[src/hdl/wb_soc_pkg.sv]
`default_nettype none

package wb_soc_pkg;

    // Bus widths
    localparam int DATA_W = 32;
    localparam int ADDR_W = 30;
    localparam int SEL_W  = 4;

    // Word RAM depth is 2**RAM_AW words
    localparam int RAM_AW = 10;

    // LED and switch vectors
    localparam int IO_W = 16;

    typedef logic [DATA_W-1:0] wb_data_t;
    typedef logic [ADDR_W-1:0] wb_addr_t;
    typedef logic [SEL_W-1:0]  wb_sel_t;
    typedef logic [IO_W-1:0]   io_vec_t;

    // Memory map, all word addresses
    // RAM sits wherever the bits above RAM_AW are zero
    localparam wb_addr_t SWLED_ADDR = 30'h0400001;
    // Timer count at TIMER_BASE, limit at TIMER_BASE + 1
    localparam wb_addr_t TIMER_BASE = 30'h3FFFFFFC;

    // Current bus owner in the arbiter
    typedef enum logic [1:0] {
        OWN_NONE,
        OWN_A,
        OWN_B
    } arb_owner_t;

endpackage : wb_soc_pkg

`default_nettype wire

[src/hdl/wb_switch_led.sv]
`timescale 1ns/1ns
`default_nettype none

module wb_switch_led (
    input  wire                       i_clk,
    input  wire                       i_rst_n,
    input  wire                       i_stb,
    input  wire                       i_we,
    input  wire wb_soc_pkg::wb_data_t i_data,
    input  wire wb_soc_pkg::wb_sel_t  i_sel,
    input  wire wb_soc_pkg::io_vec_t  i_switches,
    output logic                      o_ack,
    output wb_soc_pkg::wb_data_t      o_rdata,
    output wb_soc_pkg::io_vec_t       o_leds
);

    // LED register, one byte per sel bit
    always_ff @(posedge i_clk) begin
        if (!i_rst_n) begin
            o_leds <= '0;
        end else if (i_stb && i_we) begin
            if (i_sel[0]) begin
                o_leds[7:0] <= i_data[7:0];
            end
            if (i_sel[1]) begin
                o_leds[15:8] <= i_data[15:8];
            end
        end
    end

    always_ff @(posedge i_clk) begin
        if (!i_rst_n) begin
            o_ack <= 1'b0;
        end else begin
            o_ack <= i_stb;
        end
    end

    // LEDs on top, switches below
    always_ff @(posedge i_clk) begin
        if (i_stb) begin
            o_rdata <= {o_leds, i_switches};
        end
    end

endmodule : wb_switch_led

`default_nettype wire

[config.mk]
export PLATFORM = sky130hd
export DESIGN_NAME = wb_switch_led
export DESIGN_NICKNAME = d
export VERILOG_FILES = /design/src/hdl/wb_soc_pkg.sv /design/src/hdl/wb_switch_led.sv
export SDC_FILE = /design/constraint.sdc
export NUM_CORES = 1
export LEC_CHECK = 0
export BUFFER_PORTS_ARGS = -buffer_cell sky130_fd_sc_hd__buf_2
export CORE_MARGIN = 1.5
export CORE_UTILIZATION = 44
export DETAILED_ROUTE_END_ITERATION = 7
export MAX_ROUTING_LAYER = met4
export PLACE_DENSITY = 0.9
export SYNTH_ARGS = -nofsm -noshare
export SYNTH_HDL_FRONTEND = slang
export SYNTH_SLANG_ARGS = --single-unit
[constraint.sdc]
create_clock -name i_clk -period 1.67 [get_ports i_clk]
set_input_delay 0.501 -clock i_clk [delete_from_list [all_inputs] [get_ports i_clk]]
set_output_delay 0.501 -clock i_clk [all_outputs]
set_load 0.02 [all_outputs]
==> results.md <==
* Status: complete, no violations
* Cells after synthesis at 106
* Sw Pwr at 0.549 mW
* Yosys top cell by area: edfxtp_1
* Hold depth at 1
* Cell variety after synth at 9
* Clock slew at reported path FFs at 80 ps
* Post-Syn Area at 1650 sq um
* CP Cell Sequence: buf_2
* Flops & latches, synth at 49
* CP max FO at 1
* Family with the most delay on the worst path: flip-flops
* Postcts setup bufs at 0
* CP endpoint kind: output pin
* Final Hold Fails at 0
* Core Box Area at 3630 sq um
* Initial Util at 0.455
* GRT Util Overall at 0.169
* Rel. slew slack at 0.648
* Area fraction in compound gates after synthesis at 0
* Io pins at 105
* Slew of the pin with the lowest slew margin at 528 ps
* Die area at 4130 sq um
* Post-synth EDFFs at 32
* Mux cell area share after synthesis at 0.0970
* Final Max Tran Viols at 0
* Power share of the combinational group at 0.113
* Number of port buffers at 86
* H-tree Lvls at 2
* Multi-input logic area at 300 sq um
* Area share of fa/ha/maj cells after synthesis at 0
* Min-delay src: i_switches[15]
* Post_cts resized at 0
* Row cnt at 22
* Clk sink count at 49
* Pwr dens at 1040 nW/um^2
* Share of cells above drive strength 1 at 0.495
* Min Clock Period, post-route at 1370 ps
* Initial antenna violation count at 0
* CTS root buf: clkbuf_8
* Slowest stage delay, CP at 400 ps
* Switch share at 0.239
* Global-route wire length before repair at 4910 microns
* Clock skew after layout at 2.27 ps
* Setup TNS Final at 0 ps
* Largest family of logic cells by synthesized area: multiplexers
* XOR/XNOR Fraction of Synth Area at 0
* # hold bufs at CTS at 0
* Post-synth top flop: edfxtp_1
* Vias in the first global route at 991
* TritonCTS Buffers at 5
* P_int at 1.74 mW
* Worst r2r src: o_leds[2]$_SDFFE_PN0P_
* Crit path depth at 1
* Top cell type's share of synthesized area at 0.582
* Leakage at 1.01 nW
* GPL Wtd Cong at 0.712
* Largest net degree at the start of global routing at 34
* Clk network pwr share at 0.285
* FF-to-FF path depth at 2
* Most common library cells after synthesis: edfxtp_1 (32), nand2_1 (32), dfxtp_1 (17)
* TritonCTS clock tree: yes
* TritonRoute pass-1 iters at 4
* Detailed-route via count at 1117
* Fmax at 732 MHz
* Clock Latency Late Sink at 290 ps
* WP data arrival at 860 ps
* Crit start category: flip-flop
* Worst Hold Class: primary input to flip-flop
* Antenna cells at 0
* Final setup fails at 0
* Number of remaining DRC errors at 0
* Crit path buffers/inverters at 1
* Fillers at 314
* Final Util at 0.608
* Net Count, Synth at 162
* DR iter-0 viols at 72
* Vias/cell at 4.54
* Register Area at 1300 sq um
* Max cap viols at 0
* WL final at 3260 microns
* Tcrit/Tclk final at 0.818
* Synth warnings at 0
* Seq/Total Area, Yosys at 0.788
* Vert. Die Dim at 64.3 microns
* Top cells by area, synth: edfxtp_1 (58%), dfxtp_1 (21%), mux2i_1 (9.7%)
* Final Net Count at 253
* Post-synthesis simple-gate area fraction at 0.0848
* Peak supply drop at 453 uV
* Kind of critical path: flip-flop to output pin
* CP required at 1170 ps
* RSZ-0062 raised after global routing: false
* Share of flip-flops with an asynchronous set or reset at 0
* Die W at 64.3 microns
* Remaining antenna violation count after routing at 0
* Critical Path Start: o_rdata[0]$_DFFE_PP_
* Layout area overhead at 33.7%
* Max clock buf depth at 2
* Sequential power share at 0.602
* Syn_area_per_cell at 15.6 sq um
* CP max-delay cell: edfxtp_1
* Grt ovf at 0
* WL/cell at 13.2 microns
## cells in the final DEF (no fill, tap or decap)
master	netlist	final
buf_2	1	86
nand2_1	32	32
edfxtp_1	32	32
dfxtp_1	17	17
mux2i_1	16	16
clkbuf_8	0	5
buf_4	3	4
and3_1	2	2
and2_2	1	1
clkinv_2	0	1
clkinv_4	0	1
clkinv_1	0	1
## metal layers
| layer | vias to the layer above | share of wire | track usage |
|---|---|---|---|
| met5 | - | 0 | - |
| met4 | 0 | 0.015 | 0.0559 |
| met1 | 501 | 0.41 | 0.196 |
| met2 | 62 | 0.46 | 0.268 |
| li1 | 549 | - | - |
| met3 | 5 | 0.11 | 0.0704 |
## through the flow
stage               worst slack (ps)  power [mW]  instances  cell area [sq um]  hold slack [ps]
floorplan                        591        1.55        106               1650              540
global placement                 357        1.66        238               2120              435
detailed placement               345        1.67        238               2120              442
CTS                              297        2.32        246               2210              369
global route                     272        2.39        246               2210              366
finish                           305        2.29        246               2210              378
## power groups by stage
stage | Combinational (mW) | Sequential [mW] | Clock, mW
after floorplan | 0.0479 | 1.50 | 0
after global placement | 0.255 | 1.41 | 0
after detailed placement | 0.262 | 1.41 | 0
after CTS | 0.263 | 1.38 | 0.671
after global routing | 0.279 | 1.39 | 0.722
final | 0.258 | 1.38 | 0.654
## sequential cells by signal (all words and copies together) (netlist names)
register  flops
o_rdata      32
o_ack         1
o_leds       16
## kinds of logic after synthesis
family / count (synthesis)
buf+inv: 6
flops: 49
mux: 16
simple gates: 35
## area by class of cell
type | count | area share
Sequential cell | 49 | 0.589
Clock inverter | 3 | 0.00793
Timing Repair Buffer | 90 | 0.208
Clock buffer | 5 | 0.0312
Multi-Input combinational cell | 51 | 0.136
Tap cell | 48 | 0.0272
## final timing paths
| kind | to | slack, ps |
|---|---|---|
| max | o_rdata[0] | 300 |
| min | o_rdata[15]$_DFFE_PP_ | 380 |
| max reg2reg | o_leds[2]$_SDFFE_PN0P_ | 1020 |
| min reg2reg | o_rdata[24]$_DFFE_PP_ | 460 |
Power figures use the tool's default switching activity.
