--- src/hdl/wb_soc_pkg.sv ---
`default_nettype none

package wb_soc_pkg;

    // Bus widths
    localparam int DATA_W = 32;
    localparam int ADDR_W = 30;
    localparam int SEL_W  = 4;

    // Word RAM depth is 2**RAM_AW words
    localparam int RAM_AW = 10;

    // LED and switch vectors
    localparam int IO_W = 16;

    typedef logic [DATA_W-1:0] wb_data_t;
    typedef logic [ADDR_W-1:0] wb_addr_t;
    typedef logic [SEL_W-1:0]  wb_sel_t;
    typedef logic [IO_W-1:0]   io_vec_t;

    // Memory map, all word addresses
    // RAM sits wherever the bits above RAM_AW are zero
    localparam wb_addr_t SWLED_ADDR = 30'h0400001;
    // Timer count at TIMER_BASE, limit at TIMER_BASE + 1
    localparam wb_addr_t TIMER_BASE = 30'h3FFFFFFC;

    // Current bus owner in the arbiter
    typedef enum logic [1:0] {
        OWN_NONE,
        OWN_A,
        OWN_B
    } arb_owner_t;

endpackage : wb_soc_pkg

`default_nettype wire

--- src/hdl/wb_timer.sv ---
`timescale 1ns/1ns
`default_nettype none

module wb_timer (
    input  wire                       i_clk,
    input  wire                       i_rst_n,
    input  wire                       i_stb,
    input  wire                       i_we,
    input  wire                       i_reg,
    input  wire wb_soc_pkg::wb_data_t i_data,
    output logic                      o_ack,
    output wb_soc_pkg::wb_data_t      o_rdata
);

    wb_soc_pkg::wb_data_t count;
    wb_soc_pkg::wb_data_t limit;
    logic wr_count;
    logic wr_limit;

    assign wr_count = i_stb && i_we && !i_reg;
    assign wr_limit = i_stb && i_we && i_reg;

    // Free running, wraps to zero once it reaches the limit
    always_ff @(posedge i_clk) begin
        if (!i_rst_n) begin
            count <= '0;
        end else if (wr_count) begin
            count <= i_data;
        end else if (count == limit) begin
            count <= '0;
        end else begin
            count <= count + 1'b1;
        end
    end

    always_ff @(posedge i_clk) begin
        if (!i_rst_n) begin
            limit <= '1;
        end else if (wr_limit) begin
            limit <= i_data;
        end
    end

    always_ff @(posedge i_clk) begin
        if (!i_rst_n) begin
            o_ack <= 1'b0;
        end else begin
            o_ack <= i_stb;
        end
    end

    // Word 0 is the count, word 1 the limit
    always_ff @(posedge i_clk) begin
        if (i_stb) begin
            o_rdata <= i_reg ? limit : count;
        end
    end

endmodule : wb_timer

`default_nettype wire

--- config.mk ---
export PLATFORM = sky130hd
export DESIGN_NAME = wb_timer
export DESIGN_NICKNAME = d
export VERILOG_FILES = /design/src/hdl/wb_soc_pkg.sv /design/src/hdl/wb_timer.sv
export SDC_FILE = /design/constraint.sdc
export NUM_CORES = 1
export LEC_CHECK = 0
export BUFFER_PORTS_ARGS = -buffer_cell sky130_fd_sc_hd__buf_2
export CAP_MARGIN = 20
export CORE_ASPECT_RATIO = 2
export CORE_MARGIN = 2
export CORE_UTILIZATION = 51
export DETAILED_ROUTE_END_ITERATION = 7
export GPL_TIMING_DRIVEN = 0
export PLACE_DENSITY = 0.73
export SLEW_MARGIN = 25
export SYNTH_ARGS = -nofsm -noshare
export SYNTH_HDL_FRONTEND = slang
export SYNTH_SLANG_ARGS = --single-unit
--- constraint.sdc ---
create_clock -name i_clk -period 3.3 [get_ports i_clk]
set_input_delay 0.165 -clock i_clk [delete_from_list [all_inputs] [get_ports i_clk]]
set_output_delay 0.165 -clock i_clk [all_outputs]
set_load 0.01 [all_outputs]
==> flow_metrics.tcl <==
set metrics [dict create \
    p_leak_nw 1.98 \
    clock_path_buffers 2 \
    worstPathRequired_ps 3510 \
    design.core.area_um2 8650 \
    p_clk_share_pct 37.9 \
    final_cells 647 \
    syn2layout_area_growth_pct 16.5 \
    setup_viol 0 \
    cp-startpoint "count[23]" \
    status "completed" \
    whs_path_depth 3 \
    power_per_cell_area_nw_per_um2 495 \
    hold_slack_ps 36.8 \
    rows 48 \
    pre_cts_ws_ps 770 \
    fmax_ghz 0.385 \
    cap_violations 0 \
    reg2reg_depth 7 \
    cp-end-kind "flop" \
    synthCells 463 \
    cp_max_fo 10 \
    grt.overflow.total 0 \
    post_cts_resized 0 \
    drt-initial-drc-count 229 \
    globalplace.congestion 0.872 \
    cts_tree "built" \
    synth_warnings 0 \
    p_int_mw 1.95 \
    layout_common_cells "nand2_1, buf_2, dfxtp_1" \
    portBuffers 68 \
    start_kind "flop" \
    drive_gt1_share_pct 24.7 \
    relSlewSlack_pct 43.1 \
    power_frac_comb_pct 10.2 \
    nFillCells 766 \
    drc 0 \
    clock_latency_ps 350 \
    r2r_start "count[23]" \
    rsz0062_at_grt "no" \
    path_clk_slew_ps 70 \
    dp_hpwl_mm 8.30 \
    netlist_area_um2 4520 \
    setup_tns_ps 0 \
    pin_count 70 \
    seq_area_frac_synth_pct 50.0 \
    r2r_end "count[13]" \
    wl_mm 11.3 \
    die_w_um 70.6 \
    dpl.cell_count 631 \
    htree_levels 3 \
    hp-class "primary input to flop" \
    finish.net_count 580 \
    critPathKind "flop to flop" \
    routed_via_density 5.52 \
    wl_per_cell_um 17.4 \
    fin_ws_ps 699 \
    fin_util_pct 61.0 \
    hold_viol 0 \
    numCtsBuffers 9 \
    worst_slew_pin_slew_ps 854 \
    cts_setup_buffers 0 \
    synth_fp_nets 501 \
    start_util_pct 52.3 \
    ant_nets 0 \
    die_area_um2 9690 \
    drv_slew 0 \
    rrSetupSlack_ps 700 \
    grt_antenna_before_repair 0 \
    grt_pass1_vias 3566 \
    synth.avg_cell_area_um2 9.77 \
    switching_share_pct 25.1 \
    via_count 3570 \
    switching_power_mw 0.656 \
    cts.sinks 97 \
    grt_pass1_wl_mm 17.7 \
    ir_drop_mv 0.330 \
    ys_ff_latch 97 \
    antenna_cells 0 \
    grtUsageTotal_pct 23.9 \
    layout_commonest_cell "nand2_1" \
    drtPass1Iterations 5 \
    grt_max_degree 37 \
    min-delay-start "i_data[14]" \
    final.min_clock_period_ps 2600 \
    hold_path_end "count[14]" \
    synth_cell_types 34 \
    crit_arrival_ps 2810 \
    cts_root_buffer "clkbuf_16" \
    pwr-share-seq_pct 51.9 \
    fin_crit_sh_pct 78.8 \
    ctsHoldBuffers 0 \
    die_y_um 137 \
    fin_worst_skew_ps 8.40 \
]
==> routing by layer <==
metal	part of all wire, %	routed length (um)	up-vias	GRT usage, %
met4	2.2	246	0	10.5
met3	4.3	479	15	4.46
li1	-	-	1741	-
met1	36	4010	1722	24.5
met2	58	6530	92	46.2
met5	0	0	-	0
==> worst max-delay path: stages, from the launching register on <==
cell	delay (ps)
dfxtp_1	310
clkbuf_1	270
xor2_1	140
nor4_1	500
nand4_1	150
o221ai_1	460
clkbuf_1	470
o21ai_0	180
==> synthesized netlist by cell type, drive strengths merged <==
master,number,area [um2]
nor3,8,75.1
or4,1,11.3
nor2,6,22.5
or2,1,6.26
ha,1,12.5
o21ai,36,184
nand2,110,413
and2,2,12.5
nand4,8,65.1
nor3b,2,20.0
and3,4,25.0
and4,2,17.5
edfxtp,32,961
o221ai,1,8.76
xnor2,23,201
clkbuf,22,82.6
nand3,43,220
buf,7,52.6
inv,6,22.5
mux2,28,315
xor2,39,342
dfxtp,65,1300
nor4,16,153
==> cell families after synthesis <==
kind of cell               synth area share (%)
adders and majority gates                 0.277
muxes                                      6.97
buffers and inverters                      3.48
and+or+nand+nor                            23.0
AOI/OAI and AO/OA                          4.26
xor gates and xnor gates                   12.0
DFF                                        50.0
==> how the worst max path moves through the flow <==
stage,endpoint,slack (ps)
after floorplan,count[25],1320
after global placement,count[30],800
after detailed placement,count[9],770
after CTS,count[9],750
after global routing,count[9],610
final,count[13],700
==> registers in the layout, summed over array words and instances, names as in the netlist <==
name and flops:
limit 32, count 32, o_rdata 32, o_ack 1
==> power by group through the flow <==
stage	Clock, mW	Combinational (mW)	Sequential [mW]
2_1_floorplan	0	0.139	1.39
3_3_place_gp	0	0.262	1.38
3_5_place_dp	0	0.267	1.38
4_1_cts	0.988	0.269	1.35
5_1_grt	1.04	0.294	1.36
6_report	0.988	0.267	1.35
==> through the flow <==
stage / power, mW / cell area (um2)
floorplan: 1.53 / 4520
global placement: 1.64 / 4990
detailed placement: 1.65 / 4990
CTS: 2.61 / 5270
global route: 2.69 / 5270
finish: 2.61 / 5270
==> layout make-up <==
cell class                      count  area (um2)  area share, %
Buffer                             29         135           2.56
Inverter                            6        22.5          0.427
Tap cell                          100         125           2.37
Timing Repair Buffer               68         340           6.46
Sequential cell                    97        2260           42.9
Multi-Input combinational cell    331        2100           39.9
Clock buffer                       10         239           4.53
Clock inverter                      6        42.5          0.807
Power figures use the tool's default switching activity.
