File: config.mk
export PLATFORM = sky130hd
export DESIGN_NAME = wb_addr_decode
export DESIGN_NICKNAME = d
export VERILOG_FILES = /design/src/hdl/wb_soc_pkg.sv /design/src/hdl/wb_addr_decode.sv
export SDC_FILE = /design/constraint.sdc
export NUM_CORES = 1
export LEC_CHECK = 0
export ABC_CLOCK_PERIOD_IN_PS = 1200
export BUFFER_PORTS_ARGS = -buffer_cell sky130_fd_sc_hd__buf_2
export CAP_MARGIN = 10
export CORE_MARGIN = 10
export CORE_UTILIZATION = 34
export DETAILED_ROUTE_END_ITERATION = 6
export MAX_ROUTING_LAYER = met4
export PLACE_DENSITY = 0.81
export SYNTH_ARGS = -nofsm -noshare
export SYNTH_HDL_FRONTEND = slang
export SYNTH_SLANG_ARGS = --single-unit
File: constraint.sdc
create_clock -name i_clk -period 1.2 [get_ports i_clk]
set_input_delay 0.18 -clock i_clk [delete_from_list [all_inputs] [get_ports i_clk]]
set_output_delay 0.18 -clock i_clk [all_outputs]
set_load 0.02 [all_outputs]
File: src/hdl/wb_soc_pkg.sv
`default_nettype none

package wb_soc_pkg;

    // Bus widths
    localparam int DATA_W = 32;
    localparam int ADDR_W = 30;
    localparam int SEL_W  = 4;

    // Word RAM depth is 2**RAM_AW words
    localparam int RAM_AW = 10;

    // LED and switch vectors
    localparam int IO_W = 16;

    typedef logic [DATA_W-1:0] wb_data_t;
    typedef logic [ADDR_W-1:0] wb_addr_t;
    typedef logic [SEL_W-1:0]  wb_sel_t;
    typedef logic [IO_W-1:0]   io_vec_t;

    // Memory map, all word addresses
    // RAM sits wherever the bits above RAM_AW are zero
    localparam wb_addr_t SWLED_ADDR = 30'h0400001;
    // Timer count at TIMER_BASE, limit at TIMER_BASE + 1
    localparam wb_addr_t TIMER_BASE = 30'h3FFFFFFC;

    // Current bus owner in the arbiter
    typedef enum logic [1:0] {
        OWN_NONE,
        OWN_A,
        OWN_B
    } arb_owner_t;

endpackage : wb_soc_pkg

`default_nettype wire

File: src/hdl/wb_addr_decode.sv
`timescale 1ns/1ns
`default_nettype none

module wb_addr_decode (
    input  wire                       i_clk,
    input  wire                       i_rst_n,
    input  wire                       i_cyc,
    input  wire                       i_stb,
    input  wire wb_soc_pkg::wb_addr_t i_addr,
    // Slave strobes
    output logic                      o_ram_stb,
    output logic                      o_swled_stb,
    output logic                      o_timer_stb,
    // Slave responses
    input  wire                       i_ram_ack,
    input  wire                       i_swled_ack,
    input  wire                       i_timer_ack,
    input  wire wb_soc_pkg::wb_data_t i_ram_rdata,
    input  wire wb_soc_pkg::wb_data_t i_swled_rdata,
    input  wire wb_soc_pkg::wb_data_t i_timer_rdata,
    // Merged response
    output logic                      o_ack,
    output logic                      o_err,
    output wb_soc_pkg::wb_data_t      o_rdata
);

    localparam int HI_W = wb_soc_pkg::ADDR_W - wb_soc_pkg::RAM_AW;

    logic ram_match;
    logic swled_match;
    logic timer_match;
    logic none_match;
    logic req;
    logic err_req;
    logic err_q;
    logic any_ack;
    wb_soc_pkg::wb_data_t rdata_mux;

    // Memory map
    assign ram_match   = (i_addr[wb_soc_pkg::ADDR_W-1:wb_soc_pkg::RAM_AW] == HI_W'(0));
    assign swled_match = (i_addr == wb_soc_pkg::SWLED_ADDR);
    // Timer covers a pair of words
    assign timer_match = (i_addr[wb_soc_pkg::ADDR_W-1:1]
                          == wb_soc_pkg::TIMER_BASE[wb_soc_pkg::ADDR_W-1:1]);
    assign none_match  = !(ram_match || swled_match || timer_match);

    assign req = i_cyc && i_stb;

    assign o_ram_stb   = req && ram_match;
    assign o_swled_stb = req && swled_match;
    assign o_timer_stb = req && timer_match;

    assign err_req = req && none_match;

    assign any_ack = i_ram_ack || i_swled_ack || i_timer_ack;

    // At most one slave acks in a cycle
    always_comb begin
        if (i_ram_ack) begin
            rdata_mux = i_ram_rdata;
        end else if (i_swled_ack) begin
            rdata_mux = i_swled_rdata;
        end else if (i_timer_ack) begin
            rdata_mux = i_timer_rdata;
        end else begin
            rdata_mux = '0;
        end
    end

    // Response flops, dropped when the cycle is abandoned
    always_ff @(posedge i_clk) begin
        if (!i_rst_n || !i_cyc) begin
            o_ack <= 1'b0;
            err_q <= 1'b0;
            o_err <= 1'b0;
        end else begin
            o_ack <= any_ack;
            // Two stages so err matches the slave ack latency
            err_q <= err_req;
            o_err <= err_q;
        end
    end

    always_ff @(posedge i_clk) begin
        o_rdata <= rdata_mux;
    end

endmodule : wb_addr_decode

`default_nettype wire

==> impl_metrics.yaml <==
critical_path:
  crit_start: "i_addr[16]"
  path_cells: "buf_8 > nor4_4 > and4_1 > nand4_1 > nor2_1 > buf_4"
  worstPathArrival_ns: 1.18
  ff2ff_path_depth: 1
  crit_cells: 6
  path_delay_family: "simple AND/OR/NAND/NOR gates"
  crit_buf_inv: 2
  endpoint: "o_swled_stb"
  startpoint_type: "input port"
  critPathSlowestCell: "nor4_4"
  slowest_delay_ns: 0.27
  rrSetupSlack_ns: 0.63
  crit_path_max_fanout: 2
  worstSetupEndpointType: "output port"
  r2r-end: "o_err$_SDFF_PP0_"
  r2r_start: "err_q$_SDFF_PP0_"
  worst-setup-path-type: "in2out"
  required_ns: 1.02
sta:
  fin_ws_ns: -0.164
  period_needed_ns: 1.36
  slew_headroom: 0.843
  slew_viol_final: 0
  post-route-period-util: 1.14
  max_freq_ghz: 0.733
  tns_ns: -0.354
  worst_pin_slew_ns: 0.233
  finClkSkew_ns: 0.0000954
  hold_viol: 0
  setup_viol: 3
  rsz0062_at_grt: "true"
grt:
  grt_pass1_vias: 2115
  grt_pass1_wl_um: 9930
  antenna_found_initial: 0
  grt_overflow: 0
  grt_start_max_net_pins: 47
  grtUsageTotal: 0.165
routing:
  totalWireLength_um: 6740
  vias: 2012
  vias_per_cell: 5.02
  drt-pass1-iter-count: 4
  drcViolationCount: 0
  routedWlPerCell_um: 16.8
  ant_nets: 0
  drt-initial-drc-count: 84
floorplanning:
  initial_core_util: 0.351
  die_x_um: 86.8
  dieArea_um2: 7530
  io_pins: 170
  row_count: 24
  die_h_um: 86.8
  coreArea_um2: 4320
layout:
  layout_common_cells: "153 x buf_2, 37 x nand2_1, 35 x dfxtp_1"
  diodes: 0
  area_growth_pct: 75.7
  final_common_cell: "buf_2"
  drive_gt1_frac: 0.544
  instances_no_fill: 401
  nets: 482
synthesis:
  synth_nets: 313
  synth.top_cell.area_share: 0.462
  netlist_instances: 180
  synth.largest_area_cell: "dfxtp_1"
  ys_top_cells_by_area: "dfxtp_1 46%, a22oi_1 15%, o21ai_1 11%"
  ys_types: 22
  synth.ff_latch_count: 35
  postSynthAreaPerCell_um2: 8.42
  synth-seq-area-share: 0.462
  ys_warn_count: 0
  syn-cell-area_um2: 1520
place:
  io_buffers: 169
  dpl.hpwl_um: 5460
  placed_cells: 394
  gp_congestion: 0.793
outcome:
  status: "finished with violations"
  violations: "setup timing"
clock_network:
  postCtsSetupRepairBufs: 0
  htreeDepth: 2
  cts_root_buf: "clkbuf_8"
  cts_made_buffers: 5
  cts_buffer_depth: 2
  cts_tree: "yes"
  clk_latency_ns: 0.28
  clock-sinks: 35
  clkTransAtPathRegs_ns: 0.07
power_and_ir_drop:
  power_density_nw_per_um2: 1070
  vdd_drop_max_mv: 0.508
  p_leak_uw: 0.00134
hold_path:
  hp-class: "in2reg"
job:
  max_cap_viol_count: 0
==> registers in the layout, summed over array words and instances (netlist names) <==
signal   count
o_err        1
o_rdata     32
err_q        1
o_ack        1
==> tightest hold or removal path, delay by kind of cell <==
kind	cells	cell delay [ns]
buf+inv	1	0.07
compound gates	1	0.06
simple gates	1	0.03
==> timing repair <==
item	CTS	global route
resized for setup	15	12
setup endpoints to repair	3	3
pin swaps	6	3
cloned	0	0
hold buffers	0	0
==> synthesized netlist by cell type <==
master,number
o211a_1,1
nor4_4,1
and2_1,1
and4bb_1,1
nand2_1,37
and3_1,2
o311a_1,1
nand4_1,6
buf_2,5
o21ai_1,32
buf_4,3
a21oi_1,1
nor2b_2,1
nor4_1,6
nand4b_1,1
and4_1,1
nor3_1,2
a22oi_1,31
nand3_1,2
clkbuf_1,6
nor2_1,4
dfxtp_1,35
==> stage by stage <==
stage | power (uW) | area (um2) | hold slack (ns) | util | setup WS, ns
final | 2860 | 2660 | 0.103 | 0.616 | -0.164
after CTS | 2870 | 2600 | 0.0945 | 0.601 | -0.158
after floorplan | 1630 | 1520 | 0.295 | - | -0.0266
after global routing | 3010 | 2660 | 0.0946 | 0.616 | -0.206
after detailed placement | 2010 | 2430 | 0.389 | 0.563 | -0.247
after global placement | 1990 | 2430 | 0.384 | 0.563 | -0.167
==> report_power, final <==
group / internal [uW] / leakage, uW / switching (uW)
Combinational: 355 / 0.00100 / 392
Clock: 450 / 0.0000470 / 386
Sequential: 1260 / 0.000294 / 20.8
Total: 2060 / 0.00134 / 799
==> kinds of logic (layout without fill, tap and decap cells) <==
family	count (synthesis)	after routing	share of synthesized area
buffers and inverters	14	183	0.0462
DFF	35	35	0.462
AOI/OAI and AO/OA	66	66	0.276
and+or+nand+nor	65	65	0.216
==> routing by layer <==
layer,track usage,vias up,share of wire
li1,-,1004,-
met1,0.163,889,0.36
met2,0.300,108,0.53
met3,0.0572,11,0.094
met4,0.0427,0,0.015
met5,-,-,0
==> worst min path at each step <==
| stage | from | endpoint | slack, ns | depth (start not counted) |
|---|---|---|---|---|
| finish | i_ram_rdata[2] | o_rdata[2]$_DFF_P_ | 0.10 | 3 |
| CTS | i_ram_rdata[17] | o_rdata[17]$_DFF_P_ | 0.09 | 3 |
| floorplan | i_ram_rdata[2] | o_rdata[2]$_DFF_P_ | 0.29 | 2 |
| detailed placement | i_ram_rdata[12] | o_rdata[12]$_DFF_P_ | 0.39 | 3 |
| global placement | i_ram_rdata[20] | o_rdata[20]$_DFF_P_ | 0.38 | 3 |
| global route | i_ram_rdata[12] | o_rdata[12]$_DFF_P_ | 0.09 | 3 |
==> final cells by class <==
class                   count  area [um2]
clock buffers               6        82.6
repair buffers            176        1020
clock inverters             1        5.00
multi-input cells         131         795
well taps                  52        65.1
fillers                   397        1660
flip-flops and latches     35         701
No activity file was read; power rests on OpenSTA's default activity.
