[config.mk]
export PLATFORM = sky130hd
export DESIGN_NAME = wb_pri_arbiter
export DESIGN_NICKNAME = d
export VERILOG_FILES = /design/src/hdl/wb_soc_pkg.sv /design/src/hdl/wb_pri_arbiter.sv
export SDC_FILE = /design/constraint.sdc
export NUM_CORES = 1
export LEC_CHECK = 0
export BUFFER_PORTS_ARGS = -buffer_cell sky130_fd_sc_hd__buf_2
export CAP_MARGIN = 20
export CORE_AREA = 3 3 121 123
export CTS_CLUSTER_SIZE = 25
export DETAILED_ROUTE_END_ITERATION = 16
export DIE_AREA = 0 0 124 126
export PLACE_DENSITY_LB_ADDON = 0.3
export SLEW_MARGIN = 20
export SYNTH_ARGS = -nofsm -noshare
export SYNTH_HDL_FRONTEND = slang
export SYNTH_SLANG_ARGS = --single-unit
[constraint.sdc]
create_clock -name i_clk -period 3.1 [get_ports i_clk]
set_input_delay 0.155 -clock i_clk [delete_from_list [all_inputs] [get_ports i_clk]]
set_output_delay 0.155 -clock i_clk [all_outputs]
set_load 0.05 [all_outputs]
[src/hdl/wb_soc_pkg.sv]
`default_nettype none

package wb_soc_pkg;

    // Bus widths
    localparam int DATA_W = 32;
    localparam int ADDR_W = 30;
    localparam int SEL_W  = 4;

    // Word RAM depth is 2**RAM_AW words
    localparam int RAM_AW = 10;

    // LED and switch vectors
    localparam int IO_W = 16;

    typedef logic [DATA_W-1:0] wb_data_t;
    typedef logic [ADDR_W-1:0] wb_addr_t;
    typedef logic [SEL_W-1:0]  wb_sel_t;
    typedef logic [IO_W-1:0]   io_vec_t;

    // Memory map, all word addresses
    // RAM sits wherever the bits above RAM_AW are zero
    localparam wb_addr_t SWLED_ADDR = 30'h0400001;
    // Timer count at TIMER_BASE, limit at TIMER_BASE + 1
    localparam wb_addr_t TIMER_BASE = 30'h3FFFFFFC;

    // Current bus owner in the arbiter
    typedef enum logic [1:0] {
        OWN_NONE,
        OWN_A,
        OWN_B
    } arb_owner_t;

endpackage : wb_soc_pkg

`default_nettype wire

[src/hdl/wb_pri_arbiter.sv]
`timescale 1ns/1ns
`default_nettype none

module wb_pri_arbiter (
    input  wire                   i_clk,
    input  wire                   i_rst_n,
    // Master A, data port, higher priority
    input  wire                   i_a_cyc,
    input  wire                   i_a_stb,
    input  wire                   i_a_we,
    input  wire wb_soc_pkg::wb_addr_t i_a_addr,
    input  wire wb_soc_pkg::wb_data_t i_a_data,
    input  wire wb_soc_pkg::wb_sel_t  i_a_sel,
    output logic                  o_a_stall,
    output logic                  o_a_ack,
    output logic                  o_a_err,
    output wb_soc_pkg::wb_data_t  o_a_rdata,
    // Master B, instruction port
    input  wire                   i_b_cyc,
    input  wire                   i_b_stb,
    input  wire                   i_b_we,
    input  wire wb_soc_pkg::wb_addr_t i_b_addr,
    input  wire wb_soc_pkg::wb_data_t i_b_data,
    input  wire wb_soc_pkg::wb_sel_t  i_b_sel,
    output logic                  o_b_stall,
    output logic                  o_b_ack,
    output logic                  o_b_err,
    output wb_soc_pkg::wb_data_t  o_b_rdata,
    // Merged bus
    output logic                  o_cyc,
    output logic                  o_stb,
    output logic                  o_we,
    output wb_soc_pkg::wb_addr_t  o_addr,
    output wb_soc_pkg::wb_data_t  o_data,
    output wb_soc_pkg::wb_sel_t   o_sel,
    input  wire                   i_ack,
    input  wire                   i_err,
    input  wire wb_soc_pkg::wb_data_t i_rdata
);

    wb_soc_pkg::arb_owner_t owner_q;
    wb_soc_pkg::arb_owner_t owner_d;
    logic own_a;
    logic own_b;

    // A wins a tie; the owner holds the bus until its cyc drops
    always_comb begin
        owner_d = owner_q;
        case (owner_q)
            wb_soc_pkg::OWN_NONE: begin
                if (i_a_cyc) begin
                    owner_d = wb_soc_pkg::OWN_A;
                end else if (i_b_cyc) begin
                    owner_d = wb_soc_pkg::OWN_B;
                end
            end
            wb_soc_pkg::OWN_A: begin
                if (!i_a_cyc) begin
                    owner_d = wb_soc_pkg::OWN_NONE;
                end
            end
            wb_soc_pkg::OWN_B: begin
                if (!i_b_cyc) begin
                    owner_d = wb_soc_pkg::OWN_NONE;
                end
            end
            default: owner_d = wb_soc_pkg::OWN_NONE;
        endcase
    end

    always_ff @(posedge i_clk) begin
        if (!i_rst_n) begin
            owner_q <= wb_soc_pkg::OWN_NONE;
        end else begin
            owner_q <= owner_d;
        end
    end

    assign own_a = (owner_q == wb_soc_pkg::OWN_A);
    assign own_b = (owner_q == wb_soc_pkg::OWN_B);

    // Request steering, stb stays low with no owner
    assign o_cyc  = (own_a && i_a_cyc) || (own_b && i_b_cyc);
    assign o_stb  = (own_a && i_a_cyc && i_a_stb) || (own_b && i_b_cyc && i_b_stb);
    assign o_we   = own_b ? i_b_we   : i_a_we;
    assign o_addr = own_b ? i_b_addr : i_a_addr;
    assign o_data = own_b ? i_b_data : i_a_data;
    assign o_sel  = own_b ? i_b_sel  : i_a_sel;

    // Responses only reach the owner
    assign o_a_stall = !own_a;
    assign o_a_ack   = own_a && i_ack;
    assign o_a_err   = own_a && i_err;
    assign o_a_rdata = own_a ? i_rdata : '0;

    assign o_b_stall = !own_b;
    assign o_b_ack   = own_b && i_ack;
    assign o_b_err   = own_b && i_err;
    assign o_b_rdata = own_b ? i_rdata : '0;

endmodule : wb_pri_arbiter

`default_nettype wire

==> results.json <==
{
  "status": "complete, no violations",
  "first_pass_iters": 4,
  "largest_reg_flops": 2,
  "design_area_um2": 3300,
  "synth_cell_type_count": 18,
  "required_ps": 2940,
  "insertedDiodeCount": 0,
  "drt_iter0_markers": 47,
  "ys.warnings.count": 0,
  "startpoint": "owner_q[0]",
  "dpl_cell_area_um2": 3220,
  "routedWlPerCell_um": 14.5,
  "rows": 43,
  "met1_length_um": 3270,
  "reg2reg_slack_ps": 2340,
  "insertion_delay_ps": 220,
  "slew_headroom": 0.495,
  "layout-drive-gt1-share": 0.827,
  "ant_nets": 0,
  "combPwrFrac": 0.763,
  "cpPeakStageDelay_ps": 570,
  "die_area_um2": 15600,
  "critPathLaunchType": "flop",
  "cp-endpoint": "o_data[6]",
  "via_per_inst": 3.75,
  "die_h_um": 126,
  "dp_slack_ps": 774,
  "wl_met3_um": 1280,
  "crit_path_top_delay_cell": "inv_2",
  "leakagePower_nw": 2.02,
  "drv_slew": 0,
  "arrival_ps": 2370,
  "cap_violations": 0,
  "hold_viol": 0,
  "pin_count": 313,
  "vias": 2450,
  "path_clk_slew_ps": 30,
  "fillers": 1572,
  "dpl.hpwl_um": 8470,
  "tns_ps": 0,
  "instances_no_fill": 653,
  "dp.cells": 650,
  "synth_nets": 338,
  "largestRegisters": "owner_q x2",
  "p_sw_mw": 0.509,
  "cts.sinks": 2,
  "finalNetCount": 649,
  "io_buffers": 312,
  "start_util": 0.105,
  "syn2layout_area_growth_pct": 128,
  "setup_viol": 0,
  "cts_tree": "done",
  "core_area_um2": 13800,
  "synthCells": 164,
  "cts_setup_buffers": 0,
  "cp_top_family": "buffers and inverters",
  "path_cells": "and2b_4 > inv_2 > buf_4 > mux2_2 > buf_2",
  "numCtsBuffers": 3,
  "first_global_vias": 2525,
  "syn-cell-area_um2": 1450,
  "grt-ovfl-total": 0,
  "internal_power_mw": 0.421,
  "multi_input_area_um2": 1320,
  "cp_max_fo": 35,
  "tightest_slew_ps": 758,
  "crit_buf_inv": 3,
  "synth.top_cell.area_share": 0.373,
  "highest_layer": "met5",
  "end_kind": "primary output",
  "postSynthAreaPerCell_um2": 8.83,
  "clock-root-buffer": "clkbuf_16",
  "ir_worst_vdd_v": 0.0000981,
  "seqCellArea_um2": 40.0,
  "hold_class": "in -> reg",
  "path_depth": 5,
  "rsz0062_at_grt": "false",
  "wl_met2_um": 4870,
  "crit_type": "reg -> out",
  "cts.path.max_buffers": 2,
  "die_x_um": 124,
  "rr_worst_depth": 2,
  "netlist_top_cells_area": "mux2_2 (37%), and2_1 (29%), mux2_4 (20%)",
  "wl_um": 9470,
  "yosysSeqAreaShare": 0.0276,
  "synth_top_area_cell": "mux2_2",
  "gp_congestion": 0.767,
  "grt_pass1_wl_um": 12800,
  "drc": 0,
  "fin_crit_sh": 0.814,
  "antenna_found_initial": 1,
  "p_sw_frac": 0.547,
  "fmax_ghz": 0.396,
  "clkPwrFrac": 0.205,
  "fin_skew_ps": 1.84,
  "regMostFlops": "owner_q",
  "grt_max_degree": 36,
  "timing.rr.end": "owner_q[0]",
  "setup_ws_ps": 576,
  "hold_buffers": 0,
  "post_cts_resized": 0,
  "fin_crit_ps": 2520,
  "r2r_start": "owner_q[1]",
  "synth_seq_cells": 2,
  "track_usage": 0.102,
  "h-tree-depth": 1,
  "seqPwrFrac": 0.032,
  "power-per-cell-area_nw_per_um2": 282
}
==> final cells by class <==
class                   count  area share
well taps                 180      0.0683
repair buffers            319       0.493
inverters                   3     0.00341
multi-input cells         146       0.400
flip-flops and latches      2      0.0121
clock buffers               3      0.0228
==> power groups by stage <==
stage | logic (mW) | registers, mW | clock network, mW
after floorplan | 0.485 | 0.0291 | 0
final | 0.710 | 0.0294 | 0.191
after detailed placement | 0.713 | 0.0297 | 0
after global routing | 0.743 | 0.0296 | 0.198
after global placement | 0.711 | 0.0294 | 0
after CTS | 0.717 | 0.0294 | 0.194
==> worst reg2reg max path, cell delays in order (launching register included) <==
cell and delay [ps]:
dfxtp_1 420, inv_1 90, and3_1 150
==> layer usage <==
layer | GRT usage | vias up
li1 | - | 1174
met1 | 0.106 | 1084
met2 | 0.207 | 186
met3 | 0.0256 | 4
met4 | 0.00966 | 2
met5 | 0 | -
==> stage by stage <==
step            util  hold slack, ps  total power, mW
6_report       0.240             154            0.930
5_1_grt        0.240             161            0.971
4_1_cts        0.240             153            0.941
3_5_place_dp   0.234             380            0.743
3_3_place_gp   0.234             375            0.741
2_1_floorplan      -             247            0.514
==> worst min path at each step <==
stage             from         end  slack (ps)  depth (start not counted)
6_report       i_a_cyc  owner_q[1]         150                          2
5_1_grt        i_a_cyc  owner_q[1]         160                          2
4_1_cts        i_a_cyc  owner_q[1]         150                          2
3_5_place_dp   i_a_cyc  owner_q[1]         380                          2
3_3_place_gp   i_a_cyc  owner_q[1]         380                          2
2_1_floorplan  i_a_cyc  owner_q[1]         250                          1
==> placed cells by master (no fill, tap or decap), drive strengths merged <==
cell type	Yosys	final
nand2	1	1
clkbuf	6	3
a21oi	1	1
dfxtp	2	2
mux2	67	67
and3	1	1
o21ai	2	2
and2b	1	1
nand3b	2	2
buf	7	319
nand4b	1	1
inv	3	3
and2	68	68
nand3	1	1
nor2b	1	1
==> synth_stat cells <==
library cell and count:
a21oi_1 1, and2_1 68, and2b_4 1, and3_1 1, buf_2 4, buf_6 3, clkbuf_1 6, dfxtp_1 2
inv_1 2, inv_2 1, mux2_2 48, mux2_4 19, nand2_1 1, nand3_1 1, nand3b_1 2, nand4b_1 1
nor2b_1 1, o21ai_0 2
==> cell families (layout without fill, tap and decap cells) <==
kind of cell	Yosys count	after routing	synth area share
buf+inv	16	325	0.0604
compound gates	3	3	0.0104
mux	67	67	0.570
simple gates	76	76	0.332
flops	2	2	0.0276
Power figures use the tool's default switching activity.
